**src/mult_pkg.sv**
```systemverilog
`default_nettype none

package mult_pkg;

    // ==========================================================
    // sizes
    // ==========================================================

    // product memory address width and block depth
    localparam int LOGDEPTH = 6;
    localparam int DEPTH = 64;

    // operand and product widths
    localparam int OPND_WIDTH = 16;
    localparam int PROD_WIDTH = 32;

    // one digit of the partial product scheme
    localparam int NIBBLE = 4;

    // sampling edge to output register edge
    localparam int MULT_LATENCY = 8;

    // ==========================================================
    // operand word, two views of the same 32 bits
    // ==========================================================

    // pair view, a on top
    typedef struct packed {
        logic [OPND_WIDTH-1:0] a;
        logic [OPND_WIDTH-1:0] b;
    } operand_pair_t;

    // nibble view: digits 0..3 are b, digits 4..7 are a
    typedef union packed {
        operand_pair_t pair;
        logic [2*OPND_WIDTH/NIBBLE-1:0][NIBBLE-1:0] nib;
    } operand_pair_u;

    // ==========================================================
    // memory ports
    // ==========================================================

    // producer side
    typedef struct packed {
        logic en;
        logic [LOGDEPTH-1:0] addr;
        logic [PROD_WIDTH-1:0] data;
    } mem_wr_t;

    // consumer side
    typedef struct packed {
        logic en;
        logic [LOGDEPTH-1:0] addr;
    } mem_rd_t;

endpackage

`default_nettype wire
```
**src/mult_block_top.sv**
```systemverilog
`timescale 1ns/100ps
`default_nettype none

module mult_block_top (
    input  logic clk,
    input  logic rst,
    input  logic mult_en,
    input  mult_pkg::operand_pair_u operands,
    output logic mult_rdy,
    output logic full,
    input  logic block_read,
    output logic mem_valid,
    output logic [mult_pkg::PROD_WIDTH-1:0] mem_data
);

    import mult_pkg::*;

    // ==========================================================
    // internal nets
    // ==========================================================
    mem_wr_t wr;
    mem_rd_t rd;
    logic [PROD_WIDTH-1:0] rd_data;
    // reader back to writer, rearms the block
    logic block_done;

    // producer with the multiplier inside
    product_writer i_product_writer (
        .clk        (clk),
        .rst        (rst),
        .mult_en    (mult_en),
        .operands   (operands),
        .block_done (block_done),
        .mult_rdy   (mult_rdy),
        .full       (full),
        .wr         (wr)
    );

    // block buffer
    product_mem i_product_mem (
        .clk     (clk),
        .wr      (wr),
        .rd      (rd),
        .rd_data (rd_data)
    );

    // consumer
    block_reader i_block_reader (
        .clk        (clk),
        .rst        (rst),
        .block_read (block_read),
        .full       (full),
        .rd_data    (rd_data),
        .rd         (rd),
        .mem_valid  (mem_valid),
        .mem_data   (mem_data),
        .block_done (block_done)
    );

endmodule

`default_nettype wire

```
**src/block_reader.sv**
```systemverilog
`timescale 1ns/100ps
`default_nettype none

module block_reader (
    input  logic clk,
    input  logic rst,
    input  logic block_read,
    input  logic full,
    input  logic [mult_pkg::PROD_WIDTH-1:0] rd_data,
    output mult_pkg::mem_rd_t rd,
    output logic mem_valid,
    output logic [mult_pkg::PROD_WIDTH-1:0] mem_data,
    output logic block_done
);

    import mult_pkg::*;

    typedef enum logic {
        S_IDLE,
        S_READ
    } state_t;

    state_t state;
    logic [LOGDEPTH-1:0] rd_cnt;
    logic start;

    // idle also means the tail of the last drain is gone,
    // otherwise full is still high for a couple of cycles
    assign start = block_read && full && (state == S_IDLE) && !rd.en && !block_done;

    // ==========================================================
    // fsm and read address
    // ==========================================================
    always_ff @(posedge clk) begin
        if (rst) begin
            state <= S_IDLE;
            rd_cnt <= '0;
            rd <= '0;
            mem_valid <= 1'b0;
            block_done <= 1'b0;
        end else begin
            // data is one cycle behind the address
            mem_valid <= rd.en;
            // flag the word from the last address
            block_done <= rd.en && (rd.addr == LOGDEPTH'(DEPTH - 1));
            case (state)
                S_IDLE: begin
                    rd.en <= 1'b0;
                    if (start) begin
                        state <= S_READ;
                        rd_cnt <= '0;
                    end
                end
                S_READ: begin
                    // one address per cycle, 0 to DEPTH-1
                    rd.en <= 1'b1;
                    rd.addr <= rd_cnt;
                    rd_cnt <= rd_cnt + 1'b1;
                    if (rd_cnt == LOGDEPTH'(DEPTH - 1)) begin
                        state <= S_IDLE;
                    end
                end
                default: state <= S_IDLE;
            endcase
        end
    end

    // memory output register feeds the port directly
    assign mem_data = rd_data;

endmodule

`default_nettype wire

```
**src/product_mem.sv**
```systemverilog
`timescale 1ns/100ps
`default_nettype none

module product_mem (
    input  logic clk,
    input  mult_pkg::mem_wr_t wr,
    input  mult_pkg::mem_rd_t rd,
    output logic [mult_pkg::PROD_WIDTH-1:0] rd_data
);

    import mult_pkg::*;

    // ==========================================================
    // storage
    // ==========================================================
    logic [PROD_WIDTH-1:0] mem [DEPTH];

    // write port
    always_ff @(posedge clk) begin
        if (wr.en) begin
            mem[wr.addr] <= wr.data;
        end
    end

    // read port, one cycle from address to data
    // holds the last word while en is low
    always_ff @(posedge clk) begin
        if (rd.en) begin
            rd_data <= mem[rd.addr];
        end
    end

endmodule

`default_nettype wire

```
**src/product_writer.sv**
```systemverilog
`timescale 1ns/100ps
`default_nettype none

module product_writer (
    input  logic clk,
    input  logic rst,
    input  logic mult_en,
    input  mult_pkg::operand_pair_u operands,
    input  logic block_done,
    output logic mult_rdy,
    output logic full,
    output mult_pkg::mem_wr_t wr
);

    import mult_pkg::*;

    // ==========================================================
    // issue side
    // ==========================================================
    // pairs accepted in this block, 0..DEPTH
    logic [LOGDEPTH:0] iss_count;
    logic accept;

    // ready until a whole block has been issued
    assign mult_rdy = (iss_count != (LOGDEPTH+1)'(DEPTH));
    // strobes while not ready are dropped here
    assign accept = mult_en && mult_rdy;

    // multiplier output
    logic mul_valid;
    logic [PROD_WIDTH-1:0] mul_product;

    nibble_multiplier i_nibble_multiplier (
        .clk       (clk),
        .rst       (rst),
        .in_valid  (accept),
        .operands  (operands),
        .out_valid (mul_valid),
        .product   (mul_product)
    );

    // ==========================================================
    // write side
    // ==========================================================
    logic [LOGDEPTH-1:0] wr_addr;

    // products land in order, one address each
    assign wr.en = mul_valid;
    assign wr.addr = wr_addr;
    assign wr.data = mul_product;

    // counts and the full level
    always_ff @(posedge clk) begin
        if (rst || block_done) begin
            // block drained, rearm for the next one
            iss_count <= '0;
            wr_addr <= '0;
            full <= 1'b0;
        end else begin
            if (accept) begin
                iss_count <= iss_count + 1'b1;
            end
            if (mul_valid) begin
                // wraps back to 0 after the last word
                wr_addr <= wr_addr + 1'b1;
                if (wr_addr == LOGDEPTH'(DEPTH - 1)) begin
                    full <= 1'b1;
                end
            end
        end
    end

endmodule

`default_nettype wire

```
**src/nibble_multiplier.sv**
```systemverilog
`timescale 1ns/100ps
`default_nettype none

module nibble_multiplier (
    input  logic clk,
    input  logic rst,
    input  logic in_valid,
    input  mult_pkg::operand_pair_u operands,
    output logic out_valid,
    output logic [mult_pkg::PROD_WIDTH-1:0] product
);

    import mult_pkg::*;

    // ==========================================================
    // valid chain, one bit per stage
    // ==========================================================
    logic [MULT_LATENCY-1:0] vld;

    always_ff @(posedge clk) begin
        if (rst) begin
            vld <= '0;
        end else begin
            vld <= {vld[MULT_LATENCY-2:0], in_valid};
        end
    end

    // last stage is the final sum register
    assign out_valid = vld[MULT_LATENCY-1];

    // ==========================================================
    // stage 0: input register
    // ==========================================================
    operand_pair_u opnd_s0;

    always_ff @(posedge clk) begin
        opnd_s0 <= operands;
    end

    // ==========================================================
    // stage 1: rows 0 and 1, forward the rest
    // ==========================================================
    // pp_lo_s1[i][j] = a_i * b_j for i in 0..1
    logic [1:0][3:0][2*NIBBLE-1:0] pp_lo_s1;
    // a2, a3 still needed next stage
    logic [1:0][NIBBLE-1:0] a_hi_s1;
    // all four b digits
    logic [3:0][NIBBLE-1:0] b_s1;

    always_ff @(posedge clk) begin
        for (int i = 0; i < 2; i++) begin
            for (int j = 0; j < 4; j++) begin
                // a digits sit in nibbles 4..7
                pp_lo_s1[i][j] <= opnd_s0.nib[4+i] * opnd_s0.nib[j];
            end
        end
        a_hi_s1 <= {opnd_s0.nib[7], opnd_s0.nib[6]};
        b_s1 <= opnd_s0.pair.b;
    end

    // ==========================================================
    // stage 2: rows 2 and 3, rows 0 and 1 realigned
    // ==========================================================
    logic [3:0][3:0][2*NIBBLE-1:0] pp_s2;

    always_ff @(posedge clk) begin
        for (int j = 0; j < 4; j++) begin
            pp_s2[0][j] <= pp_lo_s1[0][j];
            pp_s2[1][j] <= pp_lo_s1[1][j];
            pp_s2[2][j] <= a_hi_s1[0] * b_s1[j];
            pp_s2[3][j] <= a_hi_s1[1] * b_s1[j];
        end
    end

    // ==========================================================
    // stage 3: shift each partial by 4*(i+j)
    // ==========================================================
    logic [15:0][PROD_WIDTH-1:0] spp_s3;

    always_ff @(posedge clk) begin
        for (int i = 0; i < 4; i++) begin
            for (int j = 0; j < 4; j++) begin
                // zero extend first, then shift
                spp_s3[4*i+j] <= PROD_WIDTH'(pp_s2[i][j]) << (NIBBLE * (i + j));
            end
        end
    end

    // ==========================================================
    // stages 4..7: adder tree, 16 -> 8 -> 4 -> 2 -> 1
    // ==========================================================
    logic [7:0][PROD_WIDTH-1:0] lvl1;
    logic [3:0][PROD_WIDTH-1:0] lvl2;
    logic [1:0][PROD_WIDTH-1:0] lvl3;

    // level 1
    always_ff @(posedge clk) begin
        for (int n = 0; n < 8; n++) begin
            lvl1[n] <= spp_s3[2*n] + spp_s3[2*n+1];
        end
    end

    // level 2
    always_ff @(posedge clk) begin
        for (int n = 0; n < 4; n++) begin
            lvl2[n] <= lvl1[2*n] + lvl1[2*n+1];
        end
    end

    // level 3
    always_ff @(posedge clk) begin
        for (int n = 0; n < 2; n++) begin
            lvl3[n] <= lvl2[2*n] + lvl2[2*n+1];
        end
    end

    // final sum, this is the output register
    // no carry out, 16x16 fits in 32 bits
    always_ff @(posedge clk) begin
        product <= lvl3[0] + lvl3[1];
    end

endmodule

`default_nettype wire

```
**config.mk**
```make
export PLATFORM = sky130hd
export DESIGN_NAME = mult_block_top
export DESIGN_NICKNAME = d
export VERILOG_FILES = /design/src/mult_pkg.sv /design/src/mult_block_top.sv /design/src/block_reader.sv /design/src/product_mem.sv /design/src/product_writer.sv /design/src/nibble_multiplier.sv
export SDC_FILE = /design/constraint.sdc
export NUM_CORES = 2
export LEC_CHECK = 0
export BUFFER_PORTS_ARGS = -buffer_cell sky130_fd_sc_hd__buf_2
export CELL_PAD_IN_SITES_DETAIL_PLACEMENT = 1
export CELL_PAD_IN_SITES_GLOBAL_PLACEMENT = 2
export CORE_MARGIN = 2
export CORE_UTILIZATION = 37
export CTS_CLUSTER_DIAMETER = 50
export DETAILED_ROUTE_END_ITERATION = 8
export PLACE_DENSITY_LB_ADDON = 0.1
export SLEW_MARGIN = 10
export SYNTH_ARGS = -nofsm -noshare
export SYNTH_HDL_FRONTEND = slang
export SYNTH_SLANG_ARGS = --single-unit
```
**constraint.sdc**
```tcl
create_clock -name clk -period 11.68 [get_ports clk]
set_input_delay 1.168 -clock clk [delete_from_list [all_inputs] [get_ports clk]]
set_output_delay 1.168 -clock clk [all_outputs]
set_load 0.05 [all_outputs]
```
# [Word level (Yosys, flattened, before mapping)]
# Memory sizes are Yosys's and may differ from the RTL's. A register that Yosys moved wholly into a read port is not among the register bits.
# Index checks and enable logic that the tools add are counted.
[word_totals] reg_bits=821 latchBits=0 ram_bits=2048 romBits=0 output_inout_bits=35 memories=1
[op_classes] add_sub_neg=18 n_mul=16 div_mod_pow=0 magnitude_cmp=0 eq_ne=5 shifts=0 mux=8 bitwise_logic=1 n_reduce_logical=10
[mem_list] name="i_product_mem.mem" depth=64 word_bits=32 read_ports=1 rd_clocked_by_memory_dff=1 wr=1 line="product_mem.sv:16" source="logic [PROD_WIDTH-1:0] mem [DEPTH];"
[ops] cell="$mul 4x4->8" count=16
[ops] cell="$add 32x32->32" count=3
[ops] cell="$add 20x24->25" count=2
[ops] cell="$add 16x20->21" count=2
[ops] cell="$add 25x32->32" count=1
[ops] cell="$add 28x32->32" count=1
[ops] cell="$add 21x29->30" count=1
[ops] cell="$add 24x28->29" count=1
[ops] cell="$add 17x25->26" count=1
[ops] cell="$add 13x21->22" count=1
[ops] cell="$eq 6x6->1 const B" count=3
[ops] cell="$add 12x16->17" count=1
[ops] cell="$add 8x12->13" count=1
[ops] cell="$add 6x1->6 const B" count=2
[ops] cell="$pmux 6 s2" count=1
[ops] cell="$add 7x1->7 const B" count=1
[ops] cell="$ne 7x7->1 const B" count=1
[ops] cell="$logic_and 1x1->1" count=6
[ops] cell="$mux 6" count=1
[ops] cell="$mux 1" count=4
[ops] cell="$pmux 1 s2" count=2
[ops] cell="$logic_not 1->1" count=2
[ops] cell="$ne 2x1->1 const B" count=1
[ops] cell="$reduce_and 2->1" count=1
[ops] cell="2 further kinds" count=2

# [Longest topological paths before layout]
[logic_depth] word_depth=6 depth_mapped=12 mapped_depth_nobuf=11

# [Hierarchy]
# A second synthesis with hierarchy kept.
[hier_totals] cells_unflattened=5788 hier_area_um2=106304.5
[by_module_without_submodules] mod="product_mem" instances=1 cells_each=3324 area_each_um2=78835.6
[by_module_without_submodules] mod="nibble_multiplier" instances=1 cells_each=2294 area_each_um2=25942.4
[by_module_without_submodules] mod="block_reader" instances=1 cells_each=99 area_each_um2=894.6
[by_module_without_submodules] mod="product_writer" instances=1 cells_each=71 area_each_um2=631.9

# [Least setup slack after synthesis]
# Ideal clock, no wire load.
[synth_timing] kind="reg-to-reg" start="register i_product_writer.i_nibble_multiplier.vld[7]" end="memory i_product_mem.mem[56][0], enable pin" setup_time_ns=0.502 arrival_ns=4.011 slack_ns=7.167 path_stages_with_launch=4 n_path_buf=1 period_less_slack_ns=4.513 path_cell_list="dfxtp_1 -> buf_1 -> nand4_1 -> nor4_1"
[synth_between] elab_chain_cells=2
[synth_rtl] element="from (decl)" line="nibble_multiplier.sv:18" source="logic [MULT_LATENCY-1:0] vld;"
[synth_rtl] element="from (signal assigned)" line="nibble_multiplier.sv:24" source="vld <= {vld[MULT_LATENCY-2:0], in_valid};"
[synth_rtl] element="$mux 1" line="product_mem.sv:20" source="if (wr.en) begin"
[synth_rtl] element="$mux 1 (not written as such)" line="product_mem.sv:21" source="mem[wr.addr] <= wr.data;"
[synth_rtl] element="to (decl)" line="product_mem.sv:16"
# Every way passes these cells.

==> qor.yml <==
final_cells: 10083
postSynthAreaPerCell_sq_um: 18.6
initial_utilization: 0.372
rsz0062_at_grt: "no"
grt_start_max_net_pins: 125
drt_iter0_markers: 3926
ys_types: 68
dpl.hpwl_um: 160000
min_period_over_period: 0.397
dieWidth_um: 540
wl_met2_um: 142000
syn_inst: 5699
crit_type: "register to register"
firstDrtPassIters: 5
postCtsSetupBuffers: 0
yosysTopAreaCellShare: 0.588
fill_cells: 27046
p_leak_uw: 0.0418
outcome: "finished clean"
clkTransAtPathRegs_ps: 60
ys.flop_type: "edfxtp_1"
ant_nets: 0
synthArstFlopShare: 0
cts_tree: "done"
grt_pass1_vias: 57819
met1_length_um: 120000
gr-total-overflow: 0
antenna_found_initial: 23
fin_skew_ps: 58.9
drv_slew: 0
area_growth_pct: 16.4
via_per_inst: 5.24
top_layer: "met5"
syn_area_sq_um: 106000
die_h_um: 540
synthesis.nets: 6117
timing.fmax_mhz: 216
cts.path.max_buffers: 4
clock_latency_ps: 910
finalSetupTns_ps: 0
cp-end-kind: "register"
final-hold-violation-count: 0
hold_path.class: "register to register"
fin_crit_ps: 4640
core-area_sq_um: 285000
cts_resized: 0
whs_ps: 319
synth_top_cell_by_area: "edfxtp_1"
grt_pass1_wl_um: 413000
power.density_nw_per_um2: 216
final_nets: 6449
yosys_warnings: 0
gp_congestion: 0.734
ys_ff_latch: 2766
ys_seq_area_frac: 0.717
rows: 196
wl_met3_um: 15300
io_pins: 71
via_count: 52829
dieArea_sq_um: 291000
io_buffers: 70
cp_max_fo: 57
vdd_ir_drop_max_v: 0.000158
synth_edf_count: 2080
synth_area_leaders: "edfxtp_1 (59%), dfxtp_1 (13%), mux4_2 (12%), ha_1 (3.6%), fa_1 (1.5%)"
cp_data_required_time_ps: 12280
cts.sinks: 2766
final-setup-viol-count: 0
regArea_sq_um: 76300
grt_usage: 0.197
cts_buffers: 351
arrival_ps: 5230
tightestPinTransition_ps: 1180
htreeDepth: 5
crit_path_start_kind: "register"
root_buffer: "clkbuf_16"
routedWlPerCell_um: 28.4
multi_input_area_sq_um: 28800
drt_wl_total_um: 287000
dpl.cell_count: 9440
cts_hold_buf: 0
drc: 0
max-slew-margin-rel: 0.212
max_cap_viol_count: 0
drive_above_1_share: 0.228
-- metal layers --
layer	GRT usage	vias to the layer above
li1	-	23001
met1	0.254	28105
met2	0.334	1263
met3	0.0341	452
met4	0.0695	8
met5	0	-
-- state kept, by name, indices dropped and copies added (netlist names) --
signal                                         count
i_product_writer.i_nibble_multiplier.a_hi_s1       8
i_product_writer.i_nibble_multiplier.lvl2         86
i_product_mem.mem                               2048
i_block_reader.mem_valid                           1
i_block_reader.block_done                          1
i_product_writer.i_nibble_multiplier.product      32
i_block_reader.state                               1
i_block_reader.rd                                  7
i_product_writer.i_nibble_multiplier.opnd_s0      32
i_product_writer.i_nibble_multiplier.pp_s2       128
i_block_reader.rd_cnt                              6
i_product_mem.rd_data                             32
i_product_writer.i_nibble_multiplier.lvl1        103
i_product_writer.i_nibble_multiplier.vld           8
i_product_writer.i_nibble_multiplier.lvl3         51
i_product_writer.i_nibble_multiplier.spp_s3      128
i_product_writer.full                              1
i_product_writer.wr_addr                           6
i_product_writer.iss_count                         7
i_product_writer.i_nibble_multiplier.pp_lo_s1     64
i_product_writer.i_nibble_multiplier.b_s1         16
-- final timing paths --
kind | startpoint | to | slack (ps) | depth (start not counted)
max | i_block_reader.rd[1] | i_product_mem.rd_data[15] | 7040 | 7
min | i_product_writer.i_nibble_multiplier.pp_s2[71] | i_product_writer.i_nibble_multiplier.spp_s3[271] | 320 | 0
max reg2reg | i_block_reader.rd[1] | i_product_mem.rd_data[15] | 7040 | 7
min reg2reg | i_product_writer.i_nibble_multiplier.pp_s2[71] | i_product_writer.i_nibble_multiplier.spp_s3[271] | 320 | 0
-- cell usage in the layout, fill, tap and decap left out, types with 36 or more instances in the layout --
master and n:
mux4_2 564, o21ai_0 63, inv_1 169, clkbuf_16 358, nor2_4 58, clkbuf_1 61
inv_6 42, buf_2 70, xor2_1 59, a22oi_1 59, and2_1 184, nor2b_1 69
ha_1 303, nand2_1 137, xnor2_1 157, mux2i_1 119, nand3_1 48, a21oi_1 159
dfxtp_1 648, nor2_1 115, buf_4 121, edfxtp_1 2080, clkinv_2 36, fa_1 79
a21o_1 52, a211oi_1 54
-- area by class of cell --
cell class / instances / share of cell area
Antenna cell: 4 / 0.0000810
Clock buffer: 429 / 0.0755
Clock inverter: 210 / 0.0190
Inverter: 170 / 0.00516
Multi-Input combinational cell: 2542 / 0.233
Sequential cell: 2766 / 0.617
Tap cell: 3762 / 0.0381
Timing Repair Buffer: 200 / 0.0116
-- metrics by stage --
stage          total power [uW]  instance area, sq um  utilization  setup WS [ps]
2_1_floorplan             14700                106000            -           7170
3_3_place_gp              16000                112000        0.392           6850
3_5_place_dp              16100                112000        0.392           6830
4_1_cts                   27000                124000        0.433           6830
5_1_grt                   27800                124000        0.433           6700
6_report                  26600                124000        0.433           7040
-- synthesized netlist by cell type (4+ instances only) --
cell type	number
nand2_1	138
and3_1	25
o211ai_1	9
nand4_1	20
xor2_1	59
inv_1	169
and2_1	184
a211oi_1	54
mux2_2	12
nor3b_1	9
mux2i_1	119
buf_6	4
a21oi_1	159
nor3_1	19
nand2b_1	23
buf_2	56
o21ai_0	63
a22oi_1	59
or3_1	6
a21o_1	52
ha_1	303
nand3_1	48
buf_4	24
o22ai_1	33
o21a_1	14
nand3b_1	4
nor2b_1	70
a211o_1	4
o21bai_1	27
buf_1	25
dfxtp_1	686
fa_1	79
nor4_1	4
or2_2	6
a21boi_0	5
xnor2_1	157
mux4_2	564
edfxtp_1	2080
clkbuf_1	112
nor2_1	173
-- where the power goes --
part           leakage, uW  internal (uW)  switching (uW)
combinational       0.0117            987            2090
sequential          0.0244          12200             582
clock              0.00565           6490            4310
total               0.0418          19700            6980
-- logic make-up after synthesis --
group,share of synthesized area
AOI/OAI and AO/OA,0.0310
xor gates and xnor gates,0.0178
adders and majority gates,0.0506
buffers and inverters,0.0156
DFF,0.717
muxes,0.132
and+or+nand+nor,0.0357
-- worst max-delay path: stages, from the launching register on --
cell,delay [ps]
dfxtp_4,770
buf_4,780
buf_4,780
mux4_2,420
mux2i_1,140
a22oi_1,200
a21oi_1,870
nand2_1,190
Power figures use the tool's default switching activity.
